[src/common/la_consts.svh]
//////////////////////////////////////////////////////////////////////
// logic analyzer constants
// widths of samples, counters and timestamps, and the register map
//////////////////////////////////////////////////////////////////////

`ifndef LA_CONSTS_SVH
`define LA_CONSTS_SVH

// data widths
`define LA_DW   8
`define LA_CW   16
`define LA_DCW  16
`define LA_TW   64
// trigger sources: pattern, software, 2x external
`define LA_TN   4
// wishbone data and decoded address widths
`define LA_BW   32
`define LA_AW   7

// register offsets
`define LA_ADR_CTL     7'h00
`define LA_ADR_TSEL    7'h08
`define LA_ADR_PRE     7'h10
`define LA_ADR_PST     7'h14
`define LA_ADR_SPRE    7'h18
`define LA_ADR_SPST    7'h1c
`define LA_ADR_TACQ_L  7'h20
`define LA_ADR_TACQ_H  7'h24
`define LA_ADR_TTRG_L  7'h28
`define LA_ADR_TTRG_H  7'h2c
`define LA_ADR_TSTP_L  7'h30
`define LA_ADR_TSTP_H  7'h34
// pattern trigger
`define LA_ADR_OVAL    7'h40
`define LA_ADR_OMSK    7'h44
`define LA_ADR_CVAL    7'h48
`define LA_ADR_CMSK    7'h4c
// decimation
`define LA_ADR_DEC     7'h50

`endif

[src/common/la_pkg.sv]
//////////////////////////////////////////////////////////////////////
// logic analyzer types
// sample, configuration, control, status and wishbone structs
//////////////////////////////////////////////////////////////////////

`default_nettype none

`include "la_consts.svh"

package la_pkg;

  typedef logic [`LA_DW-1:0] smp_t;

  // register block configuration
  typedef struct packed {
    logic [`LA_TN-1:0]  tsel;
    logic [`LA_CW-1:0]  pre;
    logic [`LA_CW-1:0]  pst;
    smp_t               old_val;
    smp_t               old_msk;
    smp_t               cur_val;
    smp_t               cur_msk;
    logic [`LA_DCW-1:0] dec;
  } cfg_t;

  // one-cycle pulses from control register writes
  typedef struct packed {
    logic rst;
    logic acq;
    logic stp;
    logic swt;
  } ctl_t;

  // acquisition status
  typedef struct packed {
    logic              acq;
    logic              trg;
    logic [`LA_CW-1:0] spre;
    logic [`LA_CW-1:0] spst;
    logic [`LA_TW-1:0] tacq;
    logic [`LA_TW-1:0] ttrg;
    logic [`LA_TW-1:0] tstp;
  } sts_t;

  // wishbone classic, master to slave
  typedef struct packed {
    logic              cyc;
    logic              stb;
    logic              we;
    logic [`LA_BW-1:0] adr;
    logic [`LA_BW-1:0] dat_w;
  } wb_req_t;

  // slave to master
  typedef struct packed {
    logic              ack;
    logic [`LA_BW-1:0] dat_r;
  } wb_rsp_t;

endpackage

`default_nettype wire

[src/rtl/str_dec.sv]
//////////////////////////////////////////////////////////////////////
// stream decimator
// forwards one of every (dec + 1) input transfers, registered output
//////////////////////////////////////////////////////////////////////

`timescale 1ns/10ps
`default_nettype none

module str_dec #(
  parameter type         dat_t = logic [7:0],
  parameter int unsigned DCW   = 16
) (
  input  logic           bus,
  input  logic           reset,
  // restart of the decimation count
  input  logic           clr,
  input  logic [DCW-1:0] dec,
  // input stream
  input  dat_t           sti_dat,
  input  logic           sti_vld,
  output logic           sti_rdy,
  // output stream
  output dat_t           sto_dat,
  output logic           sto_vld,
  input  logic           sto_rdy
);

  logic [DCW-1:0] cnt;
  logic           sti_trn;
  logic           keep;

  // output reg takes data when empty or draining
  assign sti_rdy = ~sto_vld | sto_rdy;
  assign sti_trn = sti_vld & sti_rdy;
  // index modulo (dec + 1) is zero
  assign keep    = (cnt == '0);

  // transfer index, wraps after dec skipped samples
  always_ff @(posedge bus) begin
    if (reset || clr) begin
      cnt <= '0;
    end else if (sti_trn) begin
      // >= covers dec lowered mid-count
      cnt <= (cnt >= dec) ? '0 : cnt + 1'b1;
    end
  end

  always_ff @(posedge bus) begin
    if (reset || clr) begin
      sto_vld <= 1'b0;
    end else if (sti_rdy) begin
      sto_vld <= sti_vld & keep;
    end
  end

  // payload
  always_ff @(posedge bus) begin
    if (sti_trn && keep) begin
      sto_dat <= sti_dat;
    end
  end

  // stalled output holds its data
  a_sto_hold: assert property (@(posedge bus) disable iff (reset)
    sto_vld && !sto_rdy |=> $stable(sto_dat));

endmodule

`default_nettype wire

[src/la/la_regs.sv]
//////////////////////////////////////////////////////////////////////
// logic analyzer register block
// wishbone classic slave, holds configuration, issues control pulses
// and reads back status
//////////////////////////////////////////////////////////////////////

`timescale 1ns/10ps
`default_nettype none

`include "la_consts.svh"

module la_regs (
  input  logic            bus,
  input  logic            reset,
  // wishbone
  input  la_pkg::wb_req_t wb_req,
  output la_pkg::wb_rsp_t wb_rsp,
  // to datapath
  output la_pkg::cfg_t    cfg,
  output la_pkg::ctl_t    ctl,
  input  la_pkg::sts_t    sts
);

  logic              ack;
  logic [`LA_BW-1:0] dat_r;
  logic              acc;
  logic              wr;
  logic [`LA_AW-1:0] adr;
  logic [`LA_BW-1:0] dat_w;

  assign adr   = wb_req.adr[`LA_AW-1:0];
  assign dat_w = wb_req.dat_w;
  // new access, ack low
  assign acc   = wb_req.cyc & wb_req.stb & ~ack;
  assign wr    = acc & wb_req.we;

  assign wb_rsp = '{ack: ack, dat_r: dat_r};

  //////////////////////////////////////////////////////////////////////
  // handshake
  //////////////////////////////////////////////////////////////////////

  // one cycle ack, so every access takes two cycles
  always_ff @(posedge bus) begin
    if (reset) begin
      ack <= 1'b0;
    end else begin
      ack <= acc;
    end
  end

  //////////////////////////////////////////////////////////////////////
  // writes
  //////////////////////////////////////////////////////////////////////

  // config lands on the ack cycle
  always_ff @(posedge bus) begin
    if (reset) begin
      cfg <= '0;
    end else if (wr) begin
      case (adr)
        `LA_ADR_TSEL: cfg.tsel    <= dat_w[`LA_TN-1:0];
        `LA_ADR_PRE:  cfg.pre     <= dat_w[`LA_CW-1:0];
        `LA_ADR_PST:  cfg.pst     <= dat_w[`LA_CW-1:0];
        `LA_ADR_OVAL: cfg.old_val <= dat_w[`LA_DW-1:0];
        `LA_ADR_OMSK: cfg.old_msk <= dat_w[`LA_DW-1:0];
        `LA_ADR_CVAL: cfg.cur_val <= dat_w[`LA_DW-1:0];
        `LA_ADR_CMSK: cfg.cur_msk <= dat_w[`LA_DW-1:0];
        `LA_ADR_DEC:  cfg.dec     <= dat_w[`LA_DCW-1:0];
        default: ;
      endcase
    end
  end

  // control pulses, high only on the ack cycle
  always_ff @(posedge bus) begin
    if (reset) begin
      ctl <= '0;
    end else begin
      ctl <= '0;
      if (wr && adr == `LA_ADR_CTL) begin
        ctl.rst <= dat_w[0];
        ctl.acq <= dat_w[1];
        ctl.stp <= dat_w[2];
        // software trigger
        ctl.swt <= dat_w[3];
      end
    end
  end

  //////////////////////////////////////////////////////////////////////
  // reads
  //////////////////////////////////////////////////////////////////////

  // registered, valid with ack
  always_ff @(posedge bus) begin
    if (acc) begin
      case (adr)
        `LA_ADR_CTL:    dat_r <= `LA_BW'({sts.trg, sts.acq, 1'b0});
        `LA_ADR_TSEL:   dat_r <= `LA_BW'(cfg.tsel);
        `LA_ADR_PRE:    dat_r <= `LA_BW'(cfg.pre);
        `LA_ADR_PST:    dat_r <= `LA_BW'(cfg.pst);
        `LA_ADR_SPRE:   dat_r <= `LA_BW'(sts.spre);
        `LA_ADR_SPST:   dat_r <= `LA_BW'(sts.spst);
        // timestamps in two words
        `LA_ADR_TACQ_L: dat_r <= sts.tacq[31:0];
        `LA_ADR_TACQ_H: dat_r <= sts.tacq[`LA_TW-1:32];
        `LA_ADR_TTRG_L: dat_r <= sts.ttrg[31:0];
        `LA_ADR_TTRG_H: dat_r <= sts.ttrg[`LA_TW-1:32];
        `LA_ADR_TSTP_L: dat_r <= sts.tstp[31:0];
        `LA_ADR_TSTP_H: dat_r <= sts.tstp[`LA_TW-1:32];
        `LA_ADR_OVAL:   dat_r <= `LA_BW'(cfg.old_val);
        `LA_ADR_OMSK:   dat_r <= `LA_BW'(cfg.old_msk);
        `LA_ADR_CVAL:   dat_r <= `LA_BW'(cfg.cur_val);
        `LA_ADR_CMSK:   dat_r <= `LA_BW'(cfg.cur_msk);
        `LA_ADR_DEC:    dat_r <= `LA_BW'(cfg.dec);
        default:        dat_r <= '0;
      endcase
    end
  end

  // back-to-back transfers still leave a gap in ack
  a_ack_single: assert property (@(posedge bus) disable iff (reset)
    wb_rsp.ack |=> !wb_rsp.ack);

endmodule

`default_nettype wire

[src/la/la_trigger.sv]
//////////////////////////////////////////////////////////////////////
// pattern trigger
// matches previous and current decimated samples under masks
//////////////////////////////////////////////////////////////////////

`timescale 1ns/10ps
`default_nettype none

module la_trigger (
  input  logic         bus,
  input  logic         reset,
  input  logic         clr,
  input  la_pkg::cfg_t cfg,
  // monitored stream
  input  la_pkg::smp_t dat,
  input  logic         trn,
  output logic         trg
);

  la_pkg::smp_t old_dat;
  logic         old_vld;
  logic         old_hit;
  logic         cur_hit;

  // no previous sample after clear
  always_ff @(posedge bus) begin
    if (reset || clr) begin
      old_vld <= 1'b0;
    end else if (trn) begin
      old_vld <= 1'b1;
    end
  end

  // last transferred sample
  always_ff @(posedge bus) begin
    if (trn) begin
      old_dat <= dat;
    end
  end

  // masked bits only
  assign old_hit = ((old_dat ^ cfg.old_val) & cfg.old_msk) == '0;
  assign cur_hit = ((dat ^ cfg.cur_val) & cfg.cur_msk) == '0;

  // fires in the matching transfer cycle
  assign trg = trn & old_vld & old_hit & cur_hit;

endmodule

`default_nettype wire

[src/la/la_acq.sv]
//////////////////////////////////////////////////////////////////////
// acquisition controller
// pre-trigger window, armed wait, post-trigger window, output stream
// and timestamps for start, trigger and stop
//////////////////////////////////////////////////////////////////////

`timescale 1ns/10ps
`default_nettype none

`include "la_consts.svh"

module la_acq (
  input  logic              bus,
  input  logic              reset,
  input  la_pkg::ctl_t      ctl,
  input  la_pkg::cfg_t      cfg,
  // trigger sources and time
  input  logic [`LA_TN-1:0] trg,
  input  logic [`LA_TW-1:0] cts,
  // decimated stream in
  input  la_pkg::smp_t      sti_dat,
  input  logic              sti_vld,
  output logic              sti_rdy,
  // captured stream out
  output la_pkg::smp_t      sto_dat,
  output logic              sto_vld,
  output logic              sto_lst,
  input  logic              sto_rdy,
  output la_pkg::sts_t      sts
);

  logic              acq_r;
  logic              trg_r;
  logic [`LA_CW-1:0] spre;
  logic [`LA_CW-1:0] spst;
  logic [`LA_TW-1:0] tacq;
  logic [`LA_TW-1:0] ttrg;
  logic [`LA_TW-1:0] tstp;
  logic              sti_trn;
  logic              fwd;
  logic              pre_ph;
  logic              armed;
  logic              hit;
  logic              last;
  logic [`LA_CW-1:0] spst_nxt;

  // back-pressure from sto reaches the decimator
  assign sti_rdy  = ~sto_vld | sto_rdy;
  assign sti_trn  = sti_vld & sti_rdy;
  // run still forwarding this cycle
  assign fwd      = acq_r & ~ctl.stp;

  // phases
  assign pre_ph   = acq_r & ~trg_r & (spre < cfg.pre);
  assign armed    = acq_r & ~trg_r & (spre >= cfg.pre);
  assign hit      = armed & |(trg & cfg.tsel);

  // post window, trigger sample not counted
  assign spst_nxt = spst + 1'b1;
  assign last     = fwd & trg_r & sti_trn & (spst_nxt >= cfg.pst);

  assign sts = '{acq: acq_r, trg: trg_r, spre: spre, spst: spst,
                 tacq: tacq, ttrg: ttrg, tstp: tstp};

  //////////////////////////////////////////////////////////////////////
  // run control
  //////////////////////////////////////////////////////////////////////

  always_ff @(posedge bus) begin
    if (reset || ctl.rst) begin
      acq_r <= 1'b0;
      trg_r <= 1'b0;
      spre  <= '0;
      spst  <= '0;
      tacq  <= '0;
      ttrg  <= '0;
      tstp  <= '0;
    end else if (ctl.acq) begin
      // start or restart
      acq_r <= 1'b1;
      trg_r <= 1'b0;
      spre  <= '0;
      spst  <= '0;
      tacq  <= cts;
    end else if (acq_r) begin
      if (ctl.stp) begin
        // early stop, trigger status kept as is
        acq_r <= 1'b0;
        tstp  <= cts;
      end else begin
        if (pre_ph && sti_trn) begin
          spre <= spre + 1'b1;
        end
        if (hit) begin
          trg_r <= 1'b1;
          ttrg  <= cts;
          // empty post window ends the run here
          if (cfg.pst == '0) begin
            acq_r <= 1'b0;
            tstp  <= cts;
          end
        end
        if (trg_r && sti_trn) begin
          spst <= spst_nxt;
          if (last) begin
            acq_r <= 1'b0;
            tstp  <= cts;
          end
        end
      end
    end
  end

  //////////////////////////////////////////////////////////////////////
  // output register
  //////////////////////////////////////////////////////////////////////

  always_ff @(posedge bus) begin
    if (reset || ctl.rst) begin
      sto_vld <= 1'b0;
      sto_lst <= 1'b0;
    end else if (sti_rdy) begin
      sto_vld <= sti_vld & fwd;
      sto_lst <= last;
    end
  end

  always_ff @(posedge bus) begin
    if (sti_trn) begin
      sto_dat <= sti_dat;
    end
  end

  // trigger only latched from an active run
  a_trg_in_run: assert property (@(posedge bus) disable iff (reset)
    $rose(trg_r) |-> $past(acq_r));

endmodule

`default_nettype wire

[src/la/la_top.sv]
//////////////////////////////////////////////////////////////////////
// logic analyzer top
// register block, decimator, pattern trigger, acquisition
//////////////////////////////////////////////////////////////////////

`timescale 1ns/10ps
`default_nettype none

`include "la_consts.svh"

module la_top (
  input  logic              bus,
  input  logic              reset,
  // register port
  input  la_pkg::wb_req_t   wb_req,
  output la_pkg::wb_rsp_t   wb_rsp,
  // sample stream
  input  la_pkg::smp_t      sti_dat,
  input  logic              sti_vld,
  output logic              sti_rdy,
  // captured stream
  output la_pkg::smp_t      sto_dat,
  output logic              sto_vld,
  output logic              sto_lst,
  input  logic              sto_rdy,
  // time and triggers
  input  logic [`LA_TW-1:0] cts,
  input  logic [1:0]        trg_ext,
  output logic              trg_out
);

  la_pkg::cfg_t      cfg;
  la_pkg::ctl_t      ctl;
  la_pkg::sts_t      sts;
  // decimated stream
  la_pkg::smp_t      dec_dat;
  logic              dec_vld;
  logic              dec_rdy;
  // external, software, pattern
  logic [`LA_TN-1:0] trg_vec;

  assign trg_vec = {trg_ext, ctl.swt, trg_out};

  la_regs regs_i (
    .bus    (bus),
    .reset  (reset),
    .wb_req (wb_req),
    .wb_rsp (wb_rsp),
    .cfg    (cfg),
    .ctl    (ctl),
    .sts    (sts)
  );

  str_dec #(
    .dat_t (la_pkg::smp_t),
    .DCW   (`LA_DCW)
  ) dec_i (
    .bus     (bus),
    .reset   (reset),
    .clr     (ctl.rst),
    .dec     (cfg.dec),
    .sti_dat (sti_dat),
    .sti_vld (sti_vld),
    .sti_rdy (sti_rdy),
    .sto_dat (dec_dat),
    .sto_vld (dec_vld),
    .sto_rdy (dec_rdy)
  );

  // watches decimated transfers
  la_trigger trigger_i (
    .bus   (bus),
    .reset (reset),
    .clr   (ctl.rst),
    .cfg   (cfg),
    .dat   (dec_dat),
    .trn   (dec_vld & dec_rdy),
    .trg   (trg_out)
  );

  la_acq acq_i (
    .bus     (bus),
    .reset   (reset),
    .ctl     (ctl),
    .cfg     (cfg),
    .trg     (trg_vec),
    .cts     (cts),
    .sti_dat (dec_dat),
    .sti_vld (dec_vld),
    .sti_rdy (dec_rdy),
    .sto_dat (sto_dat),
    .sto_vld (sto_vld),
    .sto_lst (sto_lst),
    .sto_rdy (sto_rdy),
    .sts     (sts)
  );

endmodule

`default_nettype wire

[config.mk]
export PLATFORM = sky130hd
export DESIGN_NAME = la_top
export DESIGN_NICKNAME = d
export VERILOG_FILES = /design/src/common/la_pkg.sv /design/src/rtl/str_dec.sv /design/src/la/la_regs.sv /design/src/la/la_trigger.sv /design/src/la/la_acq.sv /design/src/la/la_top.sv
export VERILOG_INCLUDE_DIRS = /design/src /design/src/common
export SDC_FILE = /design/constraint.sdc
export NUM_CORES = 1
export LEC_CHECK = 0
export BUFFER_PORTS_ARGS = -buffer_cell sky130_fd_sc_hd__clkbuf_2
export CORE_MARGIN = 4
export CORE_UTILIZATION = 50
export CTS_CLUSTER_SIZE = 25
export DETAILED_ROUTE_END_ITERATION = 8
export PLACE_DENSITY = 0.7
export SLEW_MARGIN = 10
export SYNTH_ARGS = -nofsm -noshare
export SYNTH_HDL_FRONTEND = slang
export SYNTH_SLANG_ARGS = --single-unit
[constraint.sdc]
create_clock -name bus -period 10.45 [get_ports bus]
set_input_delay 0 -clock bus [delete_from_list [all_inputs] [get_ports bus]]
set_output_delay 0 -clock bus [all_outputs]
set_load 0.02 [all_outputs]
After elaboration in Yosys (flattened, before gate mapping)
Cells that the tools add are included.
{"block": "totals", "output_inout_bits": 45, "input_bits": 145, "regBits": 383, "word_cells": 123}
{"block": "classes", "muxes": 14, "n_eq_ne": 16, "addsub": 3, "n_bitwise": 32, "n_reduce_logical": 26, "n_lt_le_gt_ge": 4}
{"op": "$pmux 32 s17", "count": 1}
{"op": "$mux 64", "count": 5}
{"op": "$add 16x1->16 const B", "count": 3}
{"op": "$ge 16x16->1", "count": 3}
{"op": "$eq 7x6->1 const B", "count": 6}
{"op": "$eq 7x7->1 const B", "count": 5}
{"op": "$logic_not 16->1", "count": 2}
{"op": "$eq 7x5->1 const B", "count": 4}
{"op": "$and 1x1->1", "count": 18}
{"op": "$reduce_and 2->1", "count": 9}
{"op": "$and 8x8->8", "count": 2}
{"op": "$logic_not 8->1", "count": 2}
{"op": "$lt 16x16->1", "count": 1}
{"op": "$mux 16", "count": 1}
{"op": "$xor 8x8->8", "count": 2}
{"op": "$reduce_and 3->1", "count": 3}
{"op": "$eq 7x4->1 const B", "count": 1}
{"op": "$logic_not 7->1", "count": 1}
{"op": "$mux 1", "count": 7}
{"op": "$not 1->1", "count": 7}
{"op": "$and 4x4->4", "count": 1}
{"op": "$logic_and 1x1->1", "count": 4}
{"op": "$reduce_and 4->1", "count": 1}
{"op": "$reduce_or 2->1", "count": 2}
{"op": "3 further kinds", "count": 4}

Logic depth before layout (Yosys ltp)
Gate-level depths: netlist of the first run.
{"block": "depth", "ltp_word": 15, "depth_mapped": 17, "mapped_depth_nobuf": 15}

Cells and area by module
From an unflattened synthesis of the first run, not the netlist that was laid out.
{"block": "hier_totals", "cells_unflattened": 2070, "hier_area_um2": 18783.0}
{"module": "la_acq", "instances": 1, "seq_area_each_um2": 4804.6, "area_per_inst_um2": 10166.0, "cells_per_inst": 1126}
{"module": "la_regs", "instances": 1, "seq_area_each_um2": 2742.6, "area_per_inst_um2": 6527.5, "cells_per_inst": 742}
{"module": "str_dec", "instances": 1, "seq_area_each_um2": 580.6, "area_per_inst_um2": 1589.0, "cells_per_inst": 163}
{"module": "la_trigger", "instances": 1, "seq_area_each_um2": 260.2, "area_per_inst_um2": 494.2, "cells_per_inst": 38}
{"module": "la_top", "instances": 1, "seq_area_each_um2": 0.0, "area_per_inst_um2": 6.3, "cells_per_inst": 1}

Least setup slack after synthesis of the first run
OpenSTA, ideal clock, no wires.
{"block": "synth_timing", "path_type": "register to register", "start": "register acq_i.spst[2]", "end": "register acq_i.tstp[0]", "synth_period_minus_slack_ns": 3.873, "path_buffers": 3, "required_time_ns": 10.378, "setup_slack_ns": 6.577, "path_stages_with_launch": 18, "arrival_ns": 3.802, "path_cell_list": "dfxtp_1 > and3_1 > and3_1 > clkbuf_1 > and4_1 > and3_1 > nand3_1 > xnor2_1 > ha_1 > nand2_1 > or3_1 > or4_1 > a31oi_2 > o211ai_2 > o21ai_2 > buf_12 > buf_12 > mux2i_1"}
{"block": "synth_via", "elab_chain_len": 6}
{"item": "start, declared", "line_no": "la_acq.sv:35", "source": "logic [`LA_CW-1:0] spst;"}
{"item": "start signal, assigned", "line_no": "la_acq.sv:104", "source": "spst <= spst_nxt;"}
{"item": "$add 16x1->16", "line_no": "la_acq.sv:59", "source": "assign spst_nxt = spst + 1'b1;"}
{"item": "net acq_i.spst_nxt[15]", "line_no": "la_acq.sv:45", "source": "logic [`LA_CW-1:0] spst_nxt;"}
{"item": "$ge 16x16->1", "line_no": "la_acq.sv:60", "source": "assign last = fwd & trg_r & sti_trn & (spst_nxt >= cfg.pst);"}
{"item": "$and 1x1->1", "line_no": "la_acq.sv:60"}
{"item": "$mux 64", "line_no": "la_acq.sv:105", "source": "if (last) begin"}
{"item": "$mux 64", "line_no": "la_acq.sv:103", "source": "if (trg_r && sti_trn) begin"}
{"item": "$mux 64", "line_no": "la_acq.sv:86", "source": "if (ctl.stp) begin"}
{"item": "end signal, assigned", "line_no": "la_acq.sv:89", "source": "tstp <= cts;"}
{"item": "end signal, assigned", "line_no": "la_acq.sv:100", "source": "tstp <= cts;"}
{"item": "end signal, assigned", "line_no": "la_acq.sv:107", "source": "tstp <= cts;"}
{"item": "end, declared", "line_no": "la_acq.sv:38", "source": "logic [`LA_TW-1:0] tstp;"}
The timed path passes the listed nets, and every way through them passes these cells.
A chain may end at the register's enable or synchronous reset.

Worst setup path in the final report of the first run
{"block": "layout_timing", "start": "register acq_i.spst[0]", "end": "register acq_i.tstp[41]"}
The elaborated chain is that of the path after synthesis.

==> results.json, run 1 <==
{
  "outcome": "finished, final reports clean",
  "ios": 190,
  "pre_cts_slack_ns": 5.61,
  "initial_utilization": 0.506,
  "rsz0062_at_grt": "no",
  "first_global_vias": 16300,
  "critPathRequiredTime_ns": 10.95,
  "die_y_um": 197,
  "gr-usage-met2": 0.477,
  "grt_max_degree": 88,
  "cts_resized": 0,
  "area_delta_synth_final_pct": 17.4,
  "cts_hold_buf": 92,
  "async_flop_share": 0,
  "cp_common_cell": "and3_1",
  "antenna_found_initial": 0,
  "vias_per_cell": 6.06,
  "busiest_layer": "met2",
  "p_int_mw": 2.43,
  "sw_frac_of_total": 0.235,
  "cts_root_buffer": "clkbuf_16",
  "die-area_um2": 39000,
  "slew_headroom": 0.258,
  "powerDensity_nw_per_um2": 151,
  "maxSlewViolCount": 0,
  "cts_setup_buffers": 0,
  "hold_violations": 0,
  "p_clk_frac": 0.476,
  "netlist_area_um2": 18000,
  "total_power_mw": 3.17,
  "grt_pass1_wl_um": 92800,
  "cts.clk_slew.worst_paths_ns": 0.06,
  "p_switching_mw": 0.747,
  "syn_nets": 2250,
  "antenna_left": 0,
  "grtUsageTotal": 0.304,
  "skew_ns": 0.0175,
  "numPortBuffers": 148,
  "ir_worst_vdd_mv": 0.196,
  "place.gp.congestion": 0.988,
  "yosys.area.top_type": "dfxtp_1",
  "crit_path_max_incr_delay_ns": 0.56,
  "slowest_stage": "or4_1",
  "final.setup.tns_ns": 0,
  "ys_warn_count": 0,
  "leakage_nw": 7.59,
  "cts_htree_levels": 2,
  "cp-end-kind": "register",
  "cts_buffers": 43,
  "crit_path_cell_trace": "and3_1 -> and3_1 -> and4_1 -> and3_1 -> nand3_1 -> xnor2_1 -> ha_1 -> nand2_1 -> or3_1 -> or4_1 -> a31oi_2 -> o211ai_2 -> o21ai_4 -> buf_4 -> mux2i_1",
  "rows": 69,
  "dp_hpwl_um": 40600,
  "ys_types": 65,
  "ys_ff_latch": 383,
  "drive_above_1_share": 0.119,
  "crit_type": "reg -> reg",
  "ys_top_cells_by_area": "dfxtp_1 (37%), edfxtp_1 (8.0%), mux2i_1 (8.0%)",
  "cts_sinks": 383,
  "nets": 2418,
  "finalSetupViolations": 0,
  "min_period_ns": 4.98,
  "hold_class": "in -> reg",
  "overflow": 0,
  "start_kind": "register",
  "cap_violations": 0,
  "fmax_mhz": 201,
  "grt_util_met3": 0.0732,
  "met1_usage": 0.398,
  "yosysSeqAreaShare": 0.454,
  "drt_iter0_markers": 2136,
  "cts.path.max_buffers": 3,
  "p_seq_frac": 0.474,
  "clkLatencyLatePin_ns": 0.59,
  "setup_slack_ns": 5.47,
  "dr.pass1.iters": 9,
  "wl_per_cell_um": 22.4,
  "ys_dominant_reg_cell": "dfxtp_1",
  "cp_max_fo": 32,
  "syn_inst": 2053,
  "coreArea_um2": 35500,
  "arrival_ns": 5.48,
  "postSynthAreaPerCell_um2": 8.74,
  "wirelength_um": 60800,
  "drc": 0,
  "synth_edf_count": 48,
  "cts_tree": "done",
  "synth.top_cell.area_share": 0.374,
  "dr_total_vias": 16500,
  "period_share": 0.477,
  "combPwrFrac": 0.051,
  "die_w_um": 197,
  "worst_pin_slew_ns": 1.10
}
## critical path: cells and delay by family, from the launching register on
| family | cells | cell delay, ns |
|---|---|---|
| flops | 1 | 0.48 |
| simple gates | 8 | 2.39 |
| xor+xnor | 1 | 0.15 |
| buf+inv | 1 | 0.53 |
| compound gates | 3 | 0.71 |
| fa+ha+maj | 1 | 0.30 |
| mux | 1 | 0.28 |
## metrics by stage
| stage | hold slack, ns | util | area [um2] | instances |
|---|---|---|---|---|
| final | 0.0745 | 0.594 | 21100 | 2717 |
| after global routing | 0.0928 | 0.594 | 21100 | 2716 |
| after CTS | 0.0513 | 0.594 | 21100 | 2716 |
| after detailed placement | 0.179 | 0.528 | 18700 | 2545 |
| after global placement | 0.177 | 0.528 | 18700 | 2545 |
| after floorplan | 0.0989 | - | 18000 | 2053 |
## layout make-up
type | instances | area, um2
Antenna cell | 1 | 2.50
Clock buffer | 65 | 1240
Clock inverter | 14 | 160
Fill cell | 3100 | 14400
Inverter | 58 | 218
Multi-Input combinational cell | 1469 | 8870
Sequential cell | 383 | 8150
Tap cell | 461 | 577
Timing Repair Buffer | 266 | 1860
## state kept, by name, indices dropped and copies added (netlist names), 8 cells and up
register	count
acq_i.ttrg	64
regs_i.cfg	84
regs_i.dat_r	32
trigger_i.old_dat	8
acq_i.tacq	64
dec_i.sto_dat	8
acq_i.spst	16
acq_i.spre	16
dec_i.cnt	16
acq_i.tstp	64
## synthesized netlist by cell type, drive strengths merged, types with 3 or more instances
| master | count |
|---|---|
| a211oi | 4 |
| a21o | 11 |
| a21oi | 182 |
| a221oi | 16 |
| a222oi | 33 |
| a22o | 6 |
| a22oi | 53 |
| a31o | 4 |
| a31oi | 6 |
| a32oi | 5 |
| a41o | 3 |
| and2 | 10 |
| and3 | 14 |
| and4 | 4 |
| buf | 34 |
| clkbuf | 105 |
| dfxtp | 335 |
| dlygate4sd3 | 3 |
| edfxtp | 48 |
| ha | 52 |
| inv | 58 |
| mux2 | 5 |
| mux2i | 143 |
| nand2 | 373 |
| nand2b | 7 |
| nand3 | 127 |
| nand3b | 4 |
| nand4 | 21 |
| nor2 | 156 |
| nor2b | 3 |
| nor3 | 17 |
| nor4 | 17 |
| o211ai | 5 |
| o21ai | 94 |
| o22ai | 6 |
| or3 | 5 |
| xnor2 | 22 |
| xor2 | 43 |
## routing by layer
| metal | up-vias | routed length, um |
|---|---|---|
| met5 | - | 0 |
| met4 | 0 | 2870 |
| met3 | 167 | 6220 |
| met2 | 835 | 27200 |
| met1 | 7869 | 24500 |
| li1 | 7594 | - |
## layout by cell type (no fill, tap or decap), types with 22 or more instances in the layout
master and instances:
inv_1 58, xnor2_1 22, nand3_1 127, edfxtp_1 48, nor2_1 150, buf_4 26, dlygate4sd3_1 92, o21ai_0 82
a21oi_1 182, xor2_1 43, mux2i_1 143, a22oi_1 53, clkbuf_2 147, a222oi_1 33, ha_1 52, clkbuf_16 43
dfxtp_1 334, nand2_1 372
## final timing paths
check	start	end	slack (ns)	cells after the start
worst max register to register	acq_i.spst[0]$_SDFFE_PP0P_	acq_i.tstp[41]$_SDFFE_PP0P_	5.47	15
worst max-delay path	acq_i.spst[0]$_SDFFE_PP0P_	acq_i.tstp[41]$_SDFFE_PP0P_	5.47	15
worst min-delay path	wb_req[64]	regs_i.cfg[14]$_SDFFE_PP0P_	0.07	4
worst min register to register	acq_i.tstp[59]$_SDFFE_PP0P_	acq_i.tstp[59]$_SDFFE_PP0P_	0.46	2
## cells by family (layout without fill, tap and decap cells)
kind of cell	count (synthesis)	after routing	share of synthesized area
buffers and inverters	201	403	0.0561
and+or+nand+nor	765	765	0.186
AOI/OAI and AO/OA	439	439	0.153
DFF	383	383	0.454
muxes	148	148	0.0829
adders and majority gates	52	52	0.0362
other	0	1	0
xor gates and xnor gates	65	65	0.0317
## power by group through the flow
stage / registers [mW] / clock network, mW / logic, mW
after floorplan: 1.54 / 0 / 0.0579
after global placement: 1.54 / 0 / 0.127
after detailed placement: 1.54 / 0 / 0.128
after CTS: 1.50 / 1.52 / 0.157
after global routing: 1.50 / 1.57 / 0.169
final: 1.50 / 1.51 / 0.161
Power figures use the tool's default switching activity.
==> run 2: changes to the inputs <==
==> constraint.sdc (replaced) <==
create_clock -name bus -period 5.1 [get_ports bus]
set_input_delay 0 -clock bus [delete_from_list [all_inputs] [get_ports bus]]
set_output_delay 0 -clock bus [all_outputs]
set_load 0.02 [all_outputs]
==> run 2 against run 1 <==
Effect of this change:
- core utilization grew 0.50 points
- sequential cell count is the same
- critical path depth stayed put
- non-clock buffer count up 5
- total power is 110% higher
- design area is 0.84% higher
- sequential share of layout area fell by 0.32 points
- first-iteration DRC count down 18%
- global-route usage increased by 0.73 points
- largest cell class unchanged
- highest routed layer unchanged
==> results.json, run 2 (same netlist as run 1, synthesis figures left out) <==
{
  "hold_violations": 0,
  "finalSetupViolations": 0,
  "fmax_mhz": 218,
  "top_register": "regs_i.cfg",
  "ios": 190,
  "dr.pass1.iters": 8,
  "cp_common_cell": "and3_1",
  "rows": 69,
  "crit_start": "acq_i.spst[2]$_SDFFE_PP0P_",
  "outcome": "finished, final reports clean",
  "cts_root_buffer": "clkbuf_16",
  "stdcell_area_um2": 21200,
  "overflow": 0,
  "start_kind": "register",
  "final_common_cell": "nand2_1",
  "dr_total_vias": 16600,
  "grt_pass1_wl_um": 94700,
  "place.gp.congestion": 0.965,
  "leakage_nw": 7.68,
  "worst_pin_slew_ns": 1.20,
  "cts_resized": 0,
  "initial_utilization": 0.506,
  "cts_setup_buffers": 0,
  "slew_headroom": 0.198,
  "cp-end-kind": "register",
  "critPathRequiredTime_ns": 5.60,
  "final.setup.tns_ns": 0,
  "cp.depth": 15,
  "largest_register_ffs": 84,
  "cts_htree_levels": 2,
  "maxSlewViolCount": 0,
  "cts_buffers": 42,
  "period_share": 0.898,
  "slowest_stage": "or4_1",
  "die-area_um2": 39000,
  "coreArea_um2": 35500,
  "rrSetupSlack_ns": 0.52,
  "holdWs_ns": 0.107,
  "cap_violations": 0,
  "dp_hpwl_um": 41700,
  "wirelength_um": 62800,
  "multi_input_area_um2": 8870,
  "crit_type": "reg -> reg",
  "cts.clk_slew.worst_paths_ns": 0.06,
  "critPathCapture": "acq_i.tstp[20]$_SDFFE_PP0P_",
  "cp_top_family": "simple AND/OR/NAND/NOR gates",
  "drive_above_1_share": 0.123,
  "area_delta_synth_final_pct": 18.4,
  "r2r_start": "acq_i.spst[2]$_SDFFE_PP0P_",
  "antenna_found_initial": 0,
  "powerDensity_nw_per_um2": 314,
  "crit_path_max_incr_delay_ns": 0.56,
  "grt_max_degree": 84,
  "crit_path_cell_trace": "and3_1 -> and3_1 -> and4_1 -> and3_1 -> nand3_1 -> xnor2_1 -> ha_1 -> nand2_1 -> or3_1 -> or4_1 -> a31oi_2 -> o211ai_2 -> o21ai_4 -> buf_12 -> mux2i_1",
  "clkLatencyLatePin_ns": 0.58,
  "fillers": 3118,
  "wl_per_cell_um": 23.1,
  "place_area_um2": 18800,
  "cts_sinks": 383,
  "min_period_ns": 4.58,
  "reg2reg_depth": 15,
  "worst-path-buf-inv": 1,
  "antenna_left": 0,
  "numPortBuffers": 148,
  "drc": 0,
  "ir_worst_vdd_mv": 0.317,
  "vias_per_cell": 6.10,
  "nets": 2422,
  "cp_max_fo": 32,
  "r2r_end": "acq_i.tstp[20]$_SDFFE_PP0P_",
  "cts.path.max_buffers": 3,
  "first_global_vias": 16100,
  "layout.area.seq_um2": 8150,
  "drt_iter0_markers": 1759,
  "cts_tree": "done",
  "rsz0062_at_grt": "no",
  "die_w_um": 197,
  "arrival_ns": 5.08,
  "grtUsageTotal": 0.311,
  "skew_ns": 0.0214,
  "hold_class": "in -> reg",
  "die_y_um": 197,
  "layout_common_cells": "nand2_1 (372), dfxtp_1 (334), a21oi_1 (182)"
}
-- run 2: cell count changes in the layout (fill, tap and decap cells not counted), moves of 3 or more --
cell       before  now
clkbuf_1       14    8
clkbuf_16      43   47
buf_12          0    3
clkbuf_8        8   11
clkinv_2        7    4
-- run 2: power by group --
part | switching [mW] | leakage [nW] | internal (mW) | total, mW
logic | 0.220 | 3.78 | 0.113 | 0.333
clock network | 1.31 | 0.734 | 1.94 | 3.25
registers | 0.0110 | 3.16 | 3.07 | 3.08
total | 1.54 | 7.68 | 5.13 | 6.66
-- run 2: area by class of cell --
class                      instances  share of cell area
timing repair buffer             271              0.0910
multi-input combinational       1469               0.418
antenna                            1            0.000118
sequential                       383               0.384
inverter                          58              0.0102
clock inverter                    12             0.00624
tap                              461              0.0271
clock buffer                      66              0.0639
-- run 2: per-stage QoR --
stage	cells	util	power, mW	worst slack, ns
2_1_floorplan	2053	-	3.28	1.23
3_3_place_gp	2549	0.531	3.41	0.713
3_5_place_dp	2549	0.531	3.41	0.591
4_1_cts	2720	0.599	6.67	0.581
5_1_grt	2720	0.599	6.83	0.371
6_report	2721	0.599	6.66	0.519
-- run 2: how the worst min path moves through the flow --
stage               start                          end  slack [ns]  depth (start not counted)
5_1_grt        wb_req[64]  regs_i.cfg[21]$_SDFFE_PP0P_        0.11                          4
4_1_cts        wb_req[64]  regs_i.cfg[21]$_SDFFE_PP0P_        0.09                          4
3_3_place_gp   sti_dat[3]   dec_i.sto_dat[3]$_DFFE_PP_        0.18                          1
2_1_floorplan  sti_dat[0]   dec_i.sto_dat[0]$_DFFE_PP_         0.1                          0
6_report       wb_req[64]  regs_i.cfg[17]$_SDFFE_PP0P_        0.11                          4
3_5_place_dp   sti_dat[0]   dec_i.sto_dat[0]$_DFFE_PP_        0.18                          1
-- run 2: what timing repair did --
item	in CTS	in global routing
hold buffers	93	0
hold endpoints to repair	294	0
endpoints found under the setup margin	0	0
-- run 2: routing by layer --
layer,part of all wire,global-route usage,up-vias
met5,0,0,-
met4,0.044,0.129,0
met3,0.10,0.0757,169
met2,0.45,0.499,888
met1,0.40,0.404,7948
li1,-,-,7589
-- run 2: worst reg2reg max path, stage by stage, from the launching register on --
cell	delay (ns)
dfxtp_1	0.44
and3_1	0.24
and3_1	0.35
and4_1	0.31
and3_1	0.25
nand3_1	0.11
xnor2_1	0.14
ha_1	0.29
nand2_1	0.07
or3_1	0.42
or4_1	0.56
a31oi_2	0.42
o211ai_2	0.16
o21ai_4	0.17
buf_12	0.31
mux2i_1	0.27
